**config.mk**
```make
export PLATFORM = sky130hd
export DESIGN_NAME = ix_issue
export DESIGN_NICKNAME = d
export VERILOG_FILES = /design/src/ix_pkg.sv /design/src/ix_src_if.sv /design/src/ix_bypass_if.sv /design/src/ix_slot_decode.sv /design/src/ix_operand_resolve.sv /design/src/ix_issue_ctrl.sv /design/src/ix_issue.sv
export SDC_FILE = /design/constraint.sdc
export NUM_CORES = 1
export LEC_CHECK = 0
export ABC_AREA = 1
export BUFFER_PORTS_ARGS = -buffer_cell sky130_fd_sc_hd__buf_2
export CAP_MARGIN = 20
export CORE_AREA = 5 5 521 523
export DETAILED_ROUTE_END_ITERATION = 16
export DIE_AREA = 0 0 526 528
export PLACE_DENSITY_LB_ADDON = 0.12
export SYNTH_ARGS = -nofsm -noshare
export SYNTH_HDL_FRONTEND = slang
export SYNTH_SLANG_ARGS = --single-unit
```
**constraint.sdc**
```tcl
create_clock -name clk -period 45.2 [get_ports clk]
set_input_delay 9.04 -clock clk [delete_from_list [all_inputs] [get_ports clk]]
set_output_delay 9.04 -clock clk [all_outputs]
set_load 0.02 [all_outputs]
```
**src/ix_pkg.sv**
```systemverilog
`default_nettype none

package ix_pkg;

    localparam int XLEN    = 64;
    localparam int REG_W   = 5;
    localparam int NUM_SRC = 4;
    localparam int IMM_W   = 64;

    // ALU operation, carried to the pipe untouched
    typedef enum logic [3:0] {
        ALU_ADD,
        ALU_SUB,
        ALU_AND,
        ALU_OR,
        ALU_XOR,
        ALU_SLL,
        ALU_SRL,
        ALU_SRA,
        ALU_SLT,
        ALU_SLTU
    } alu_op_e;

    // Operand 1 source, ZIMM is the rs1 field zero-extended
    typedef enum logic [1:0] {
        OPR1_RS1,
        OPR1_PC,
        OPR1_ZERO,
        OPR1_ZIMM
    } opr1_sel_e;

    typedef enum logic [1:0] {
        OPR2_RS2,
        OPR2_IMM,
        OPR2_FOUR
    } opr2_sel_e;

    // One decoded instruction slot
    typedef struct packed {
        logic [XLEN-1:0]  pc;
        alu_op_e          alu_op;
        opr1_sel_e        opr1_sel;
        opr2_sel_e        opr2_sel;
        logic [IMM_W-1:0] imm;
        logic             wb_en;
        logic [REG_W-1:0] rs1;
        logic [REG_W-1:0] rs2;
        logic [REG_W-1:0] rd;
    } dec_slot_t;

endpackage

`default_nettype wire

```
**src/ix_src_if.sv**
```systemverilog
`timescale 1ns/1ps
`default_nettype none

// One register source, from slot decode through its resolver to issue control
interface ix_src_if;
    import ix_pkg::*;

    logic [REG_W-1:0] idx;
    logic             ready;
    logic [XLEN-1:0]  value;

    modport decode (output idx);

    modport resolve (input idx, output ready, output value);

    modport issue (input ready, input value);

endinterface

`default_nettype wire

```
**src/ix_bypass_if.sv**
```systemverilog
`timescale 1ns/1ps
`default_nettype none

// Result state of the pipes, seen by every operand resolver
interface ix_bypass_if;
    import ix_pkg::*;

    // Writeback buffer
    logic                        wb_buf_valid;
    logic [REG_W-1:0]            wb_buf_dst;
    logic [XLEN-1:0]             wb_buf_value;

    // Writeback stage, indexed by pipe
    logic [1:0]                  wb_valid;
    logic [1:0]                  wb_en;
    logic [1:0][REG_W-1:0]       wb_dst;
    logic [1:0][XLEN-1:0]        wb_result;

    // Execute result of the entry held in each issue register
    logic [1:0][XLEN-1:0]        forwarding;

    // Issue register state, published by issue control
    logic [1:0]                  ex_valid;
    logic [1:0]                  ex_wb_en;
    logic [1:0][REG_W-1:0]       ex_dst;
    logic [1:0]                  ex_accept;

    modport source (
        output wb_buf_valid, wb_buf_dst, wb_buf_value,
        output wb_valid, wb_en, wb_dst, wb_result,
        output forwarding
    );

    modport resolve (
        input wb_buf_valid, wb_buf_dst, wb_buf_value,
        input wb_valid, wb_en, wb_dst, wb_result,
        input forwarding,
        input ex_valid, ex_wb_en, ex_dst, ex_accept
    );

    modport exec (output ex_valid, ex_wb_en, ex_dst, ex_accept);

endinterface

`default_nettype wire

```
**src/ix_slot_decode.sv**
```systemverilog
`timescale 1ns/1ps
`default_nettype none

module ix_slot_decode (
    input  ix_pkg::dec_slot_t          dec0_slot,
    input  ix_pkg::dec_slot_t          dec1_slot,
    input  logic                       dec0_valid,
    input  logic                       dec1_valid,
    output logic [ix_pkg::REG_W-1:0]   rf_rsrc0,
    output logic [ix_pkg::REG_W-1:0]   rf_rsrc1,
    output logic [ix_pkg::REG_W-1:0]   rf_rsrc2,
    output logic [ix_pkg::REG_W-1:0]   rf_rsrc3,
    ix_src_if.decode                   src [ix_pkg::NUM_SRC],
    output logic                       pair_indep
);
    import ix_pkg::*;

    logic slot1_reads_rs1;
    logic slot1_reads_rs2;
    logic raw_hazard;
    logic waw_hazard;

    // Source order is slot 0 rs1, slot 0 rs2, slot 1 rs1, slot 1 rs2
    assign src[0].idx = dec0_slot.rs1;
    assign src[1].idx = dec0_slot.rs2;
    assign src[2].idx = dec1_slot.rs1;
    assign src[3].idx = dec1_slot.rs2;

    assign rf_rsrc0 = src[0].idx;
    assign rf_rsrc1 = src[1].idx;
    assign rf_rsrc2 = src[2].idx;
    assign rf_rsrc3 = src[3].idx;

    // Slot 1 only depends on a register field that it actually selects
    assign slot1_reads_rs1 = (dec1_slot.opr1_sel == OPR1_RS1);
    assign slot1_reads_rs2 = (dec1_slot.opr2_sel == OPR2_RS2);

    // Slot 1 reads what slot 0 is about to write
    assign raw_hazard = dec0_slot.wb_en &&
            ((slot1_reads_rs1 && (dec1_slot.rs1 == dec0_slot.rd)) ||
             (slot1_reads_rs2 && (dec1_slot.rs2 == dec0_slot.rd)));

    // Both slots write the same register
    assign waw_hazard = dec0_slot.wb_en && dec1_slot.wb_en &&
            (dec0_slot.rd == dec1_slot.rd);

    assign pair_indep = dec0_valid && dec1_valid && !raw_hazard && !waw_hazard;

endmodule

`default_nettype wire

```
**src/ix_operand_resolve.sv**
```systemverilog
`timescale 1ns/1ps
`default_nettype none

module ix_operand_resolve (
    ix_src_if.resolve                src,
    input  logic [ix_pkg::XLEN-1:0]  rdata,
    ix_bypass_if.resolve             byp
);
    import ix_pkg::*;

    logic            ready;
    logic [XLEN-1:0] value;

    // Later assignments win, so older producers come first
    always_comb begin
        value = rdata;
        ready = 1'b1;

        if (byp.wb_buf_valid && (byp.wb_buf_dst == src.idx)) begin
            value = byp.wb_buf_value;
        end

        // Writeback stage of pipe 0, then pipe 1
        for (int p = 0; p < 2; p++) begin
            if (byp.wb_valid[p] && byp.wb_en[p] && (byp.wb_dst[p] == src.idx)) begin
                value = byp.wb_result[p];
            end
        end

        // Execute stage, only usable while the pipe takes the entry
        for (int p = 0; p < 2; p++) begin
            if (byp.ex_valid[p] && byp.ex_wb_en[p] && byp.ex_accept[p] &&
                    (byp.ex_dst[p] == src.idx)) begin
                value = byp.forwarding[p];
            end
        end

        // Held entry still owes this register its result
        for (int p = 0; p < 2; p++) begin
            if (byp.ex_valid[p] && byp.ex_wb_en[p] && !byp.ex_accept[p] &&
                    (byp.ex_dst[p] == src.idx)) begin
                ready = 1'b0;
            end
        end

        // x0 overrides any bypass that claims to write it
        if (src.idx == '0) begin
            ready = 1'b1;
            value = '0;
        end
    end

    assign src.ready = ready;
    assign src.value = value;

endmodule

`default_nettype wire

```
**src/ix_issue_ctrl.sv**
```systemverilog
`timescale 1ns/1ps
`default_nettype none

module ix_issue_ctrl (
    input  logic                       clk,
    input  logic                       rst,
    input  logic                       pipe_flush,
    input  ix_pkg::dec_slot_t          dec0_slot,
    input  ix_pkg::dec_slot_t          dec1_slot,
    input  logic                       dec0_valid,
    input  logic                       dec1_valid,
    input  logic                       pair_indep,
    ix_src_if.issue                    src [ix_pkg::NUM_SRC],
    ix_bypass_if.exec                  byp,
    input  logic                       ip0_ready,
    input  logic                       ip1_ready,
    output logic                       dec0_ready,
    output logic                       dec1_ready,
    output logic                       ip0_valid,
    output ix_pkg::alu_op_e            ip0_op,
    output logic [ix_pkg::XLEN-1:0]    ip0_operand1,
    output logic [ix_pkg::XLEN-1:0]    ip0_operand2,
    output logic [ix_pkg::REG_W-1:0]   ip0_dst,
    output logic                       ip0_wb_en,
    output logic [ix_pkg::XLEN-1:0]    ip0_pc,
    output logic                       ip1_valid,
    output ix_pkg::alu_op_e            ip1_op,
    output logic [ix_pkg::XLEN-1:0]    ip1_operand1,
    output logic [ix_pkg::XLEN-1:0]    ip1_operand2,
    output logic [ix_pkg::REG_W-1:0]   ip1_dst,
    output logic                       ip1_wb_en,
    output logic [ix_pkg::XLEN-1:0]    ip1_pc
);
    import ix_pkg::*;

    dec_slot_t             slot [2];
    logic [1:0]            slot_valid;
    logic [NUM_SRC-1:0]    rs_ready;
    logic [XLEN-1:0]       rs_value [NUM_SRC];
    logic [XLEN-1:0]       opr1 [2];
    logic [XLEN-1:0]       opr2 [2];
    logic [1:0]            opr_ready;
    logic [1:0]            pipe_ready;
    logic [1:0]            pipe_free;
    logic [1:0]            issue;
    logic                  issue_ok;

    // Issue registers, index is the pipe number
    logic [1:0]            pipe_valid;
    alu_op_e               pipe_op [2];
    logic [1:0][XLEN-1:0]  pipe_opr1;
    logic [1:0][XLEN-1:0]  pipe_opr2;
    logic [1:0][REG_W-1:0] pipe_dst;
    logic [1:0]            pipe_wb_en;
    logic [1:0][XLEN-1:0]  pipe_pc;

    assign slot[0]    = dec0_slot;
    assign slot[1]    = dec1_slot;
    assign slot_valid = {dec1_valid, dec0_valid};
    assign pipe_ready = {ip1_ready, ip0_ready};

    for (genvar s = 0; s < NUM_SRC; s++) begin : g_src
        assign rs_ready[s] = src[s].ready;
        assign rs_value[s] = src[s].value;
    end

    // Slot k owns sources 2k and 2k+1
    always_comb begin
        for (int k = 0; k < 2; k++) begin
            unique case (slot[k].opr1_sel)
                OPR1_RS1:  opr1[k] = rs_value[2*k];
                OPR1_PC:   opr1[k] = slot[k].pc;
                OPR1_ZERO: opr1[k] = '0;
                OPR1_ZIMM: opr1[k] = XLEN'(slot[k].rs1);
            endcase
            case (slot[k].opr2_sel)
                OPR2_RS2:  opr2[k] = rs_value[2*k+1];
                OPR2_IMM:  opr2[k] = slot[k].imm;
                OPR2_FOUR: opr2[k] = XLEN'(4);
                default:   opr2[k] = '0;
            endcase
            opr_ready[k] = ((slot[k].opr1_sel != OPR1_RS1) || rs_ready[2*k]) &&
                           ((slot[k].opr2_sel != OPR2_RS2) || rs_ready[2*k+1]);
        end
    end

    // A pipe takes a new entry when empty or when its entry leaves now
    assign pipe_free = ~pipe_valid | pipe_ready;
    assign issue_ok  = !rst && !pipe_flush;

    assign issue[0] = issue_ok && slot_valid[0] && opr_ready[0] && pipe_free[0];
    assign issue[1] = issue[0] && pair_indep && slot_valid[1] && opr_ready[1] &&
                      pipe_free[1];

    assign dec0_ready = issue_ok && (!dec0_valid || issue[0]);
    assign dec1_ready = issue[1];

    always_ff @(posedge clk) begin
        for (int p = 0; p < 2; p++) begin
            if (rst || pipe_flush) begin
                pipe_valid[p] <= 1'b0;
            end else if (issue[p]) begin
                pipe_valid[p] <= 1'b1;
            end else if (pipe_ready[p]) begin
                pipe_valid[p] <= 1'b0;
            end
        end
    end

    // Payload only changes on issue, so it holds under back-pressure
    always_ff @(posedge clk) begin
        for (int p = 0; p < 2; p++) begin
            if (issue[p]) begin
                pipe_op[p]    <= slot[p].alu_op;
                pipe_opr1[p]  <= opr1[p];
                pipe_opr2[p]  <= opr2[p];
                pipe_dst[p]   <= slot[p].rd;
                pipe_wb_en[p] <= slot[p].wb_en;
                pipe_pc[p]    <= slot[p].pc;
            end
        end
    end

    assign byp.ex_valid  = pipe_valid;
    assign byp.ex_wb_en  = pipe_wb_en;
    assign byp.ex_dst    = pipe_dst;
    assign byp.ex_accept = pipe_ready;

    assign ip0_valid    = pipe_valid[0];
    assign ip0_op       = pipe_op[0];
    assign ip0_operand1 = pipe_opr1[0];
    assign ip0_operand2 = pipe_opr2[0];
    assign ip0_dst      = pipe_dst[0];
    assign ip0_wb_en    = pipe_wb_en[0];
    assign ip0_pc       = pipe_pc[0];

    assign ip1_valid    = pipe_valid[1];
    assign ip1_op       = pipe_op[1];
    assign ip1_operand1 = pipe_opr1[1];
    assign ip1_operand2 = pipe_opr2[1];
    assign ip1_dst      = pipe_dst[1];
    assign ip1_wb_en    = pipe_wb_en[1];
    assign ip1_pc       = pipe_pc[1];

endmodule

`default_nettype wire

```
**src/ix_issue.sv**
```systemverilog
`timescale 1ns/1ps
`default_nettype none

module ix_issue (
    input  logic                       clk,
    input  logic                       rst,
    input  logic                       pipe_flush,
    // Decode slots
    input  ix_pkg::dec_slot_t          dec0_slot,
    input  logic                       dec0_valid,
    output logic                       dec0_ready,
    input  ix_pkg::dec_slot_t          dec1_slot,
    input  logic                       dec1_valid,
    output logic                       dec1_ready,
    // Register file, read data returns in the same cycle
    output logic [ix_pkg::REG_W-1:0]   rf_rsrc0,
    output logic [ix_pkg::REG_W-1:0]   rf_rsrc1,
    output logic [ix_pkg::REG_W-1:0]   rf_rsrc2,
    output logic [ix_pkg::REG_W-1:0]   rf_rsrc3,
    input  logic [ix_pkg::XLEN-1:0]    rf_rdata0,
    input  logic [ix_pkg::XLEN-1:0]    rf_rdata1,
    input  logic [ix_pkg::XLEN-1:0]    rf_rdata2,
    input  logic [ix_pkg::XLEN-1:0]    rf_rdata3,
    // Writeback buffer
    input  logic                       wb_buf_valid,
    input  logic [ix_pkg::REG_W-1:0]   wb_buf_dst,
    input  logic [ix_pkg::XLEN-1:0]    wb_buf_value,
    // Writeback stage of each pipe, ipN_wb_wb_en is the stage's write enable
    input  logic                       ip0_wb_valid,
    input  logic                       ip0_wb_wb_en,
    input  logic [ix_pkg::REG_W-1:0]   ip0_wb_dst,
    input  logic [ix_pkg::XLEN-1:0]    ip0_wb_result,
    input  logic                       ip1_wb_valid,
    input  logic                       ip1_wb_wb_en,
    input  logic [ix_pkg::REG_W-1:0]   ip1_wb_dst,
    input  logic [ix_pkg::XLEN-1:0]    ip1_wb_result,
    input  logic [ix_pkg::XLEN-1:0]    ip0_forwarding,
    input  logic [ix_pkg::XLEN-1:0]    ip1_forwarding,
    // Integer pipe 0
    output logic                       ip0_valid,
    input  logic                       ip0_ready,
    output ix_pkg::alu_op_e            ip0_op,
    output logic [ix_pkg::XLEN-1:0]    ip0_operand1,
    output logic [ix_pkg::XLEN-1:0]    ip0_operand2,
    output logic [ix_pkg::REG_W-1:0]   ip0_dst,
    output logic                       ip0_wb_en,
    output logic [ix_pkg::XLEN-1:0]    ip0_pc,
    // Integer pipe 1
    output logic                       ip1_valid,
    input  logic                       ip1_ready,
    output ix_pkg::alu_op_e            ip1_op,
    output logic [ix_pkg::XLEN-1:0]    ip1_operand1,
    output logic [ix_pkg::XLEN-1:0]    ip1_operand2,
    output logic [ix_pkg::REG_W-1:0]   ip1_dst,
    output logic                       ip1_wb_en,
    output logic [ix_pkg::XLEN-1:0]    ip1_pc
);
    import ix_pkg::*;

    logic            pair_indep;
    logic [XLEN-1:0] rdata [NUM_SRC];

    ix_src_if    src_if [NUM_SRC] ();
    ix_bypass_if byp_if ();

    assign rdata[0] = rf_rdata0;
    assign rdata[1] = rf_rdata1;
    assign rdata[2] = rf_rdata2;
    assign rdata[3] = rf_rdata3;

    assign byp_if.wb_buf_valid = wb_buf_valid;
    assign byp_if.wb_buf_dst   = wb_buf_dst;
    assign byp_if.wb_buf_value = wb_buf_value;
    assign byp_if.wb_valid     = {ip1_wb_valid, ip0_wb_valid};
    assign byp_if.wb_en        = {ip1_wb_wb_en, ip0_wb_wb_en};
    assign byp_if.wb_dst       = {ip1_wb_dst, ip0_wb_dst};
    assign byp_if.wb_result    = {ip1_wb_result, ip0_wb_result};
    assign byp_if.forwarding   = {ip1_forwarding, ip0_forwarding};

    ix_slot_decode i_slot_decode (
        .dec0_slot  (dec0_slot),
        .dec1_slot  (dec1_slot),
        .dec0_valid (dec0_valid),
        .dec1_valid (dec1_valid),
        .rf_rsrc0   (rf_rsrc0),
        .rf_rsrc1   (rf_rsrc1),
        .rf_rsrc2   (rf_rsrc2),
        .rf_rsrc3   (rf_rsrc3),
        .src        (src_if),
        .pair_indep (pair_indep)
    );

    for (genvar s = 0; s < NUM_SRC; s++) begin : g_resolve
        ix_operand_resolve i_operand_resolve (
            .src   (src_if[s]),
            .rdata (rdata[s]),
            .byp   (byp_if)
        );
    end

    ix_issue_ctrl i_issue_ctrl (
        .clk          (clk),
        .rst          (rst),
        .pipe_flush   (pipe_flush),
        .dec0_slot    (dec0_slot),
        .dec1_slot    (dec1_slot),
        .dec0_valid   (dec0_valid),
        .dec1_valid   (dec1_valid),
        .pair_indep   (pair_indep),
        .src          (src_if),
        .byp          (byp_if),
        .ip0_ready    (ip0_ready),
        .ip1_ready    (ip1_ready),
        .dec0_ready   (dec0_ready),
        .dec1_ready   (dec1_ready),
        .ip0_valid    (ip0_valid),
        .ip0_op       (ip0_op),
        .ip0_operand1 (ip0_operand1),
        .ip0_operand2 (ip0_operand2),
        .ip0_dst      (ip0_dst),
        .ip0_wb_en    (ip0_wb_en),
        .ip0_pc       (ip0_pc),
        .ip1_valid    (ip1_valid),
        .ip1_op       (ip1_op),
        .ip1_operand1 (ip1_operand1),
        .ip1_operand2 (ip1_operand2),
        .ip1_dst      (ip1_dst),
        .ip1_wb_en    (ip1_wb_en),
        .ip1_pc       (ip1_pc)
    );

endmodule

`default_nettype wire

```
==> impl_metrics.tcl, run 1 <==
set metrics [dict create \
    cts_setup_buffers 0 \
    num_rows 190 \
    placed_area_um2 45200 \
    die_w_um 526 \
    slew_viol_final 0 \
    yosysWarnings 0 \
    grt_pass1_vias 42000 \
    setup_viol 0 \
    synth_top_family_by_area "simple AND/OR/NAND/NOR gates" \
    required_ns 36.16 \
    reg2reg_slack_ns 38.81 \
    hpwl_um 283000 \
    postLayoutCellArea_um2 47100 \
    synthMuxAreaShare 0 \
    grt_max_degree 129 \
    synthSimpleGateAreaFrac 0.335 \
    syn_area_um2 35200 \
    port_buffers 1334 \
    htreeDepth 2 \
    wl_per_cell_um 32.9 \
    p_per_area_nw_per_um2 25.6 \
    outcome "finished, final reports clean" \
    synth_compound_area_frac 0.121 \
    clk_pin_slew_worst_paths_ns 0.06 \
    die_y_um 528 \
    boundaryPins 1335 \
    dr.pass1.iters 6 \
    finalCriticalPeriod_ns 21.26 \
    hp-class "flop to flop" \
    clk_latency_ns 0.66 \
    clockBufferDepth 3 \
    skew_ns 0.0416 \
    rsz0062_at_grt "false" \
    final.setup.tns_ns 0 \
    holdBufCountCts 0 \
    synth_nets 6681 \
    worstPathMaxFanout 29 \
    worst_pin_slew_ns 1.17 \
    synth_xor_area_frac 0.00921 \
    vdd_drop_max_mv 0.0276 \
    gp_congestion 0.889 \
    synth_area_per_cell_um2 6.09 \
    die_area_um2 278000 \
    grt.overflow.total 0 \
    arrival_ns 12.22 \
    antenna_found_initial 253 \
    leakagePower_uw 0.0243 \
    startpoint_type "input pin" \
    core_um2 266000 \
    synthCells 5774 \
    fmax_mhz 47.0 \
    fin_total_pwr_uw 1210 \
    synth.ff_latch_count 406 \
    initial_utilization 0.132 \
    cts_root_buf "clkbuf_16" \
    vias_per_cell 4.28 \
    synthAdderAreaFrac 0 \
    yosysTopAreaCellShare 0.345 \
    ys_seq_area_frac 0.346 \
    drt_iter0_markers 5218 \
    finalHoldViolCount 0 \
    max_cap_violations 0 \
    synth_top_area_cell "edfxtp_1" \
    grt_pass1_wl_um 442000 \
    drive_above_1_share 0.223 \
    route.detailed.drc 0 \
    cts_tree "built" \
    syn2layout_area_growth_pct 33.8 \
    relSlewSlack 0.221 \
    ant_nets 0 \
    fin_crit_sh 0.470 \
    vias 44900 \
    ys_top_cells_by_area "edfxtp_1 34%, nand2_1 20%, inv_1 13%" \
    crit_type "input pin to output port" \
    clock-sinks 406 \
    cts_buffers 51 \
    grt_usage 0.236 \
    nets 7736 \
    yosysUniqueCellTypes 29 \
    cts.repair.resized 0 \
    setup.worst_path.end_class "output port" \
    routed_wl_um 344000 \
]
## path summary, 6_finish.rpt
kind / start / cells past startpoint / to
max reg2reg: i_issue_ctrl.ip1_dst[3] / 16 / i_issue_ctrl.ip1_operand1[57]
min reg2reg: i_issue_ctrl.byp.ex_valid[1] / 2 / i_issue_ctrl.byp.ex_valid[1]
max: dec0_slot[7] / 13 / dec1_ready
min: i_issue_ctrl.byp.ex_valid[1] / 2 / i_issue_ctrl.byp.ex_valid[1]
## worst max-delay path: stages
cell      delay, ns
buf_2          0.18
nor3_1         0.22
nand3_1        0.29
nand2_1        0.18
clkinv_2       0.44
nand2_1        0.23
nand2_1        0.07
nand2_1        0.06
nand2_1        0.05
nor2_1         0.13
nand3_1        0.17
a21oi_4        0.82
buf_2          0.32
## final cells by class
type,instances,area [um2]
Fill cell,31100,219000
Clock inverter,36,457
Antenna cell,57,143
Inverter,1253,4720
Clock buffer,59,1310
Timing Repair Buffer,1403,7220
Tap cell,3552,4440
Multi-Input combinational cell,3714,16600
Sequential cell,406,12200
## synth_stat cells
cell	instances
nor2_1	101
inv_1	1238
nor3b_2	1
o21ai_1	79
or2_2	2
nor3_1	10
edfxtp_1	404
buf_2	135
clkbuf_1	188
dfxtp_1	2
nor3_2	1
xnor2_1	21
o22ai_1	18
nand3b_1	2
buf_6	15
nand3_1	730
xor2_1	16
a21boi_0	1
o21ai_0	713
nand2_2	3
buf_4	35
a21oi_1	28
nand2_1	1903
nor2_2	3
o211ai_1	5
clkbuf_2	12
inv_2	15
buf_1	16
nand4_1	77
## cell families (layout without fill, tap and decap cells)
kind of cell / Yosys count / in the layout
buffers and inverters: 1654 / 2751
flip-flops: 406 / 406
XOR/XNOR: 37 / 37
AND/OR/NAND/NOR: 2833 / 2833
other: 0 / 57
AO/OA/AOI/OAI: 844 / 844
## stage by stage
step	hold slack, ns	utilization	setup slack (ns)	cells
2_1_floorplan	0.561	-	16.07	5774
3_3_place_gp	0.544	0.170	23.91	10300
3_5_place_dp	0.543	0.170	23.99	10300
4_1_cts	0.559	0.176	23.97	10400
5_1_grt	0.578	0.176	23.68	10400
6_report	0.559	0.177	23.94	10500
## state kept, by name, indices dropped and copies added (netlist names)
register and count:
i_issue_ctrl.ip1_operand1 64, i_issue_ctrl.ip1_dst 5, i_issue_ctrl.ip0_operand2 64, i_issue_ctrl.ip0_dst 5, i_issue_ctrl.ip1_pc 64, i_issue_ctrl.pipe_op 8, i_issue_ctrl.ip0_operand1 64, i_issue_ctrl.ip0_pc 64
i_issue_ctrl.byp.ex_wb_en 2, i_issue_ctrl.byp.ex_valid 2, i_issue_ctrl.ip1_operand2 64
## layer usage
| layer | global-route usage | up-vias | share of wire |
|---|---|---|---|
| met5 | 0 | - | 0.0021 |
| met4 | 0.0362 | 114 | 0.019 |
| met3 | 0.0476 | 460 | 0.077 |
| met2 | 0.341 | 2567 | 0.40 |
| met1 | 0.363 | 21600 | 0.50 |
| li1 | - | 20100 | - |
## report_power, final
part,switching (uW),internal [uW]
logic,256,75.9
registers,3.83,427
clock network,187,256
total,447,759
## cells in the final DEF, fill, tap and decap left out, types with 13 or more instances in the layout
cell type	instances
a21oi_1	25
buf_2	1334
buf_4	67
clkbuf_16	51
diode_2	57
edfxtp_1	404
inv_1	1233
inv_2	15
nand2_1	1898
nand3_1	723
nand4_1	77
nor2_1	91
nor2_4	13
o21ai_0	713
o21ai_1	79
o22ai_1	18
xnor2_1	21
xor2_1	16
No activity file was read; power rests on OpenSTA's default activity.
==> run 2, diff against run 1 <==
Clock period 45.2 ns to 19.5 ns, I/O delays scaled along.
==> impl_metrics.tcl, run 2 (synthesized netlist as in run 1, its figures left out) <==
set metrics [dict create \
    outcome "finished, final reports clean" \
    vias 45100 \
    holdBufCountCts 0 \
    finalHoldViolCount 0 \
    dr.pass1.iters 6 \
    drt_iter0_markers 4985 \
    routed.top_layer "met5" \
    arrival_ns 6.79 \
    slew_viol_final 0 \
    place_inst 10300 \
    grt_pass1_wl_um 441000 \
    die_w_um 526 \
    crit_chain "buf_2 -> inv_1 -> nand3_1 -> o21ai_0 -> clkinv_2 -> nand3_1 -> a21boi_0 -> nor2_1 -> nand3_1 -> a21oi_4 -> buf_2" \
    rsz0062_at_grt "false" \
    hp-class "flop to flop" \
    clk_pin_slew_worst_paths_ns 0.06 \
    final_common_cell "nand2_1" \
    gp_congestion 0.890 \
    clk_latency_ns 0.65 \
    cts_setup_buffers 0 \
    path_common_cell "nand3_1" \
    crit_family "buffers and inverters" \
    clock-sinks 406 \
    cts_buffers 51 \
    syn2layout_area_growth_pct 33.6 \
    fill_cells 31100 \
    wl_met3_um 26500 \
    port_buffers 1334 \
    relSlewSlack 0.297 \
    boundaryPins 1335 \
    fin_crit_sh 0.548 \
    ant_nets 0 \
    final.setup.tns_ns 0 \
    wl_per_cell_um 32.9 \
    worst_pin_slew_ns 1.05 \
    leakagePower_uw 0.0243 \
    worstPathMaxFanout 33 \
    cts_root_buf "clkbuf_16" \
    core_um2 266000 \
    route.detailed.drc 0 \
    critPathSlowestCell "clkinv_2" \
    antenna_found_initial 245 \
    die_y_um 528 \
    crit_type "input pin to output port" \
    vdd_drop_max_mv 0.0591 \
    required_ns 15.60 \
    max_cap_violations 0 \
    grt_max_degree 129 \
    wl_met1_um 172000 \
    drive_above_1_share 0.222 \
    instances_no_fill 10500 \
    final_cell_mix "1898 x nand2_1, 1334 x buf_2, 1233 x inv_1, 723 x nand3_1, 713 x o21ai_0" \
    skew_ns 0.0231 \
    critPathBufInv 4 \
    hpwl_um 282000 \
    vias_per_cell 4.31 \
    die_area_um2 278000 \
    grt.overflow.total 0 \
    cpPeakStageDelay_ns 0.54 \
    cts.repair.resized 0 \
    grt_usage 0.236 \
    nets 7730 \
    num_rows 190 \
    finalCriticalPeriod_ns 10.69 \
    clockBufferDepth 3 \
    p_per_area_nw_per_um2 58.9 \
    setup.worst_path.end_class "output port" \
    htreeDepth 2 \
    routed_wl_um 344000 \
    setup_viol 0 \
    grt_pass1_vias 42400 \
    cts_tree "built" \
    wl_met2_um 138000 \
    startpoint_type "input pin" \
    fmax_mhz 93.5 \
    initial_utilization 0.132 \
]
==> run 2: path summary, 6_finish.rpt <==
kind	start	endpoint	slack (ns)	depth (start not counted)
max	dec0_slot[13]	dec1_ready	8.81	11
min	i_issue_ctrl.byp.ex_valid[0]	i_issue_ctrl.byp.ex_valid[0]	0.55	2
max reg2reg	i_issue_ctrl.ip1_dst[3]	i_issue_ctrl.ip1_pc[25]	13.61	16
min reg2reg	i_issue_ctrl.byp.ex_valid[0]	i_issue_ctrl.byp.ex_valid[0]	0.55	2
==> run 2: stage by stage <==
stage	total power, uW	cell area (um2)	util	hold slack (ns)	setup slack, ns
after floorplan	1300	35200	-	0.561	0.648
after global placement	1780	45200	0.169	0.545	8.77
after detailed placement	1780	45200	0.169	0.536	8.80
after CTS	2810	46900	0.176	0.545	8.80
after global routing	2880	46900	0.176	0.563	8.64
final	2770	47000	0.176	0.547	8.81
==> run 2: power by group <==
| part | internal [uW] | switching (uW) |
|---|---|---|
| logic | 176 | 592 |
| clock network | 567 | 435 |
| registers | 991 | 9.26 |
==> run 2: layout make-up <==
type	count	area, um2	area share
Clock buffer	63	1320	0.0281
Clock inverter	30	377	0.00801
Sequential cell	406	12200	0.259
Multi-Input combinational cell	3714	16600	0.354
Antenna cell	55	138	0.00293
Timing Repair Buffer	1397	7210	0.153
Tap cell	3552	4440	0.0946
Inverter	1253	4720	0.100
==> run 2: metal layers <==
metal / GRT usage / up-vias
met4: 0.0441 / 120
met3: 0.0466 / 450
li1: - / 20100
met1: 0.362 / 21900
met2: 0.337 / 2560
met5: 0 / -
==> run 2: worst min-delay path: cells and delay by family (launching register included) <==
| family | cells | cell delay [ns] |
|---|---|---|
| AOI/OAI and AO/OA | 1 | 0.07 |
| and+or+nand+nor | 1 | 0.10 |
| DFF | 1 | 0.32 |
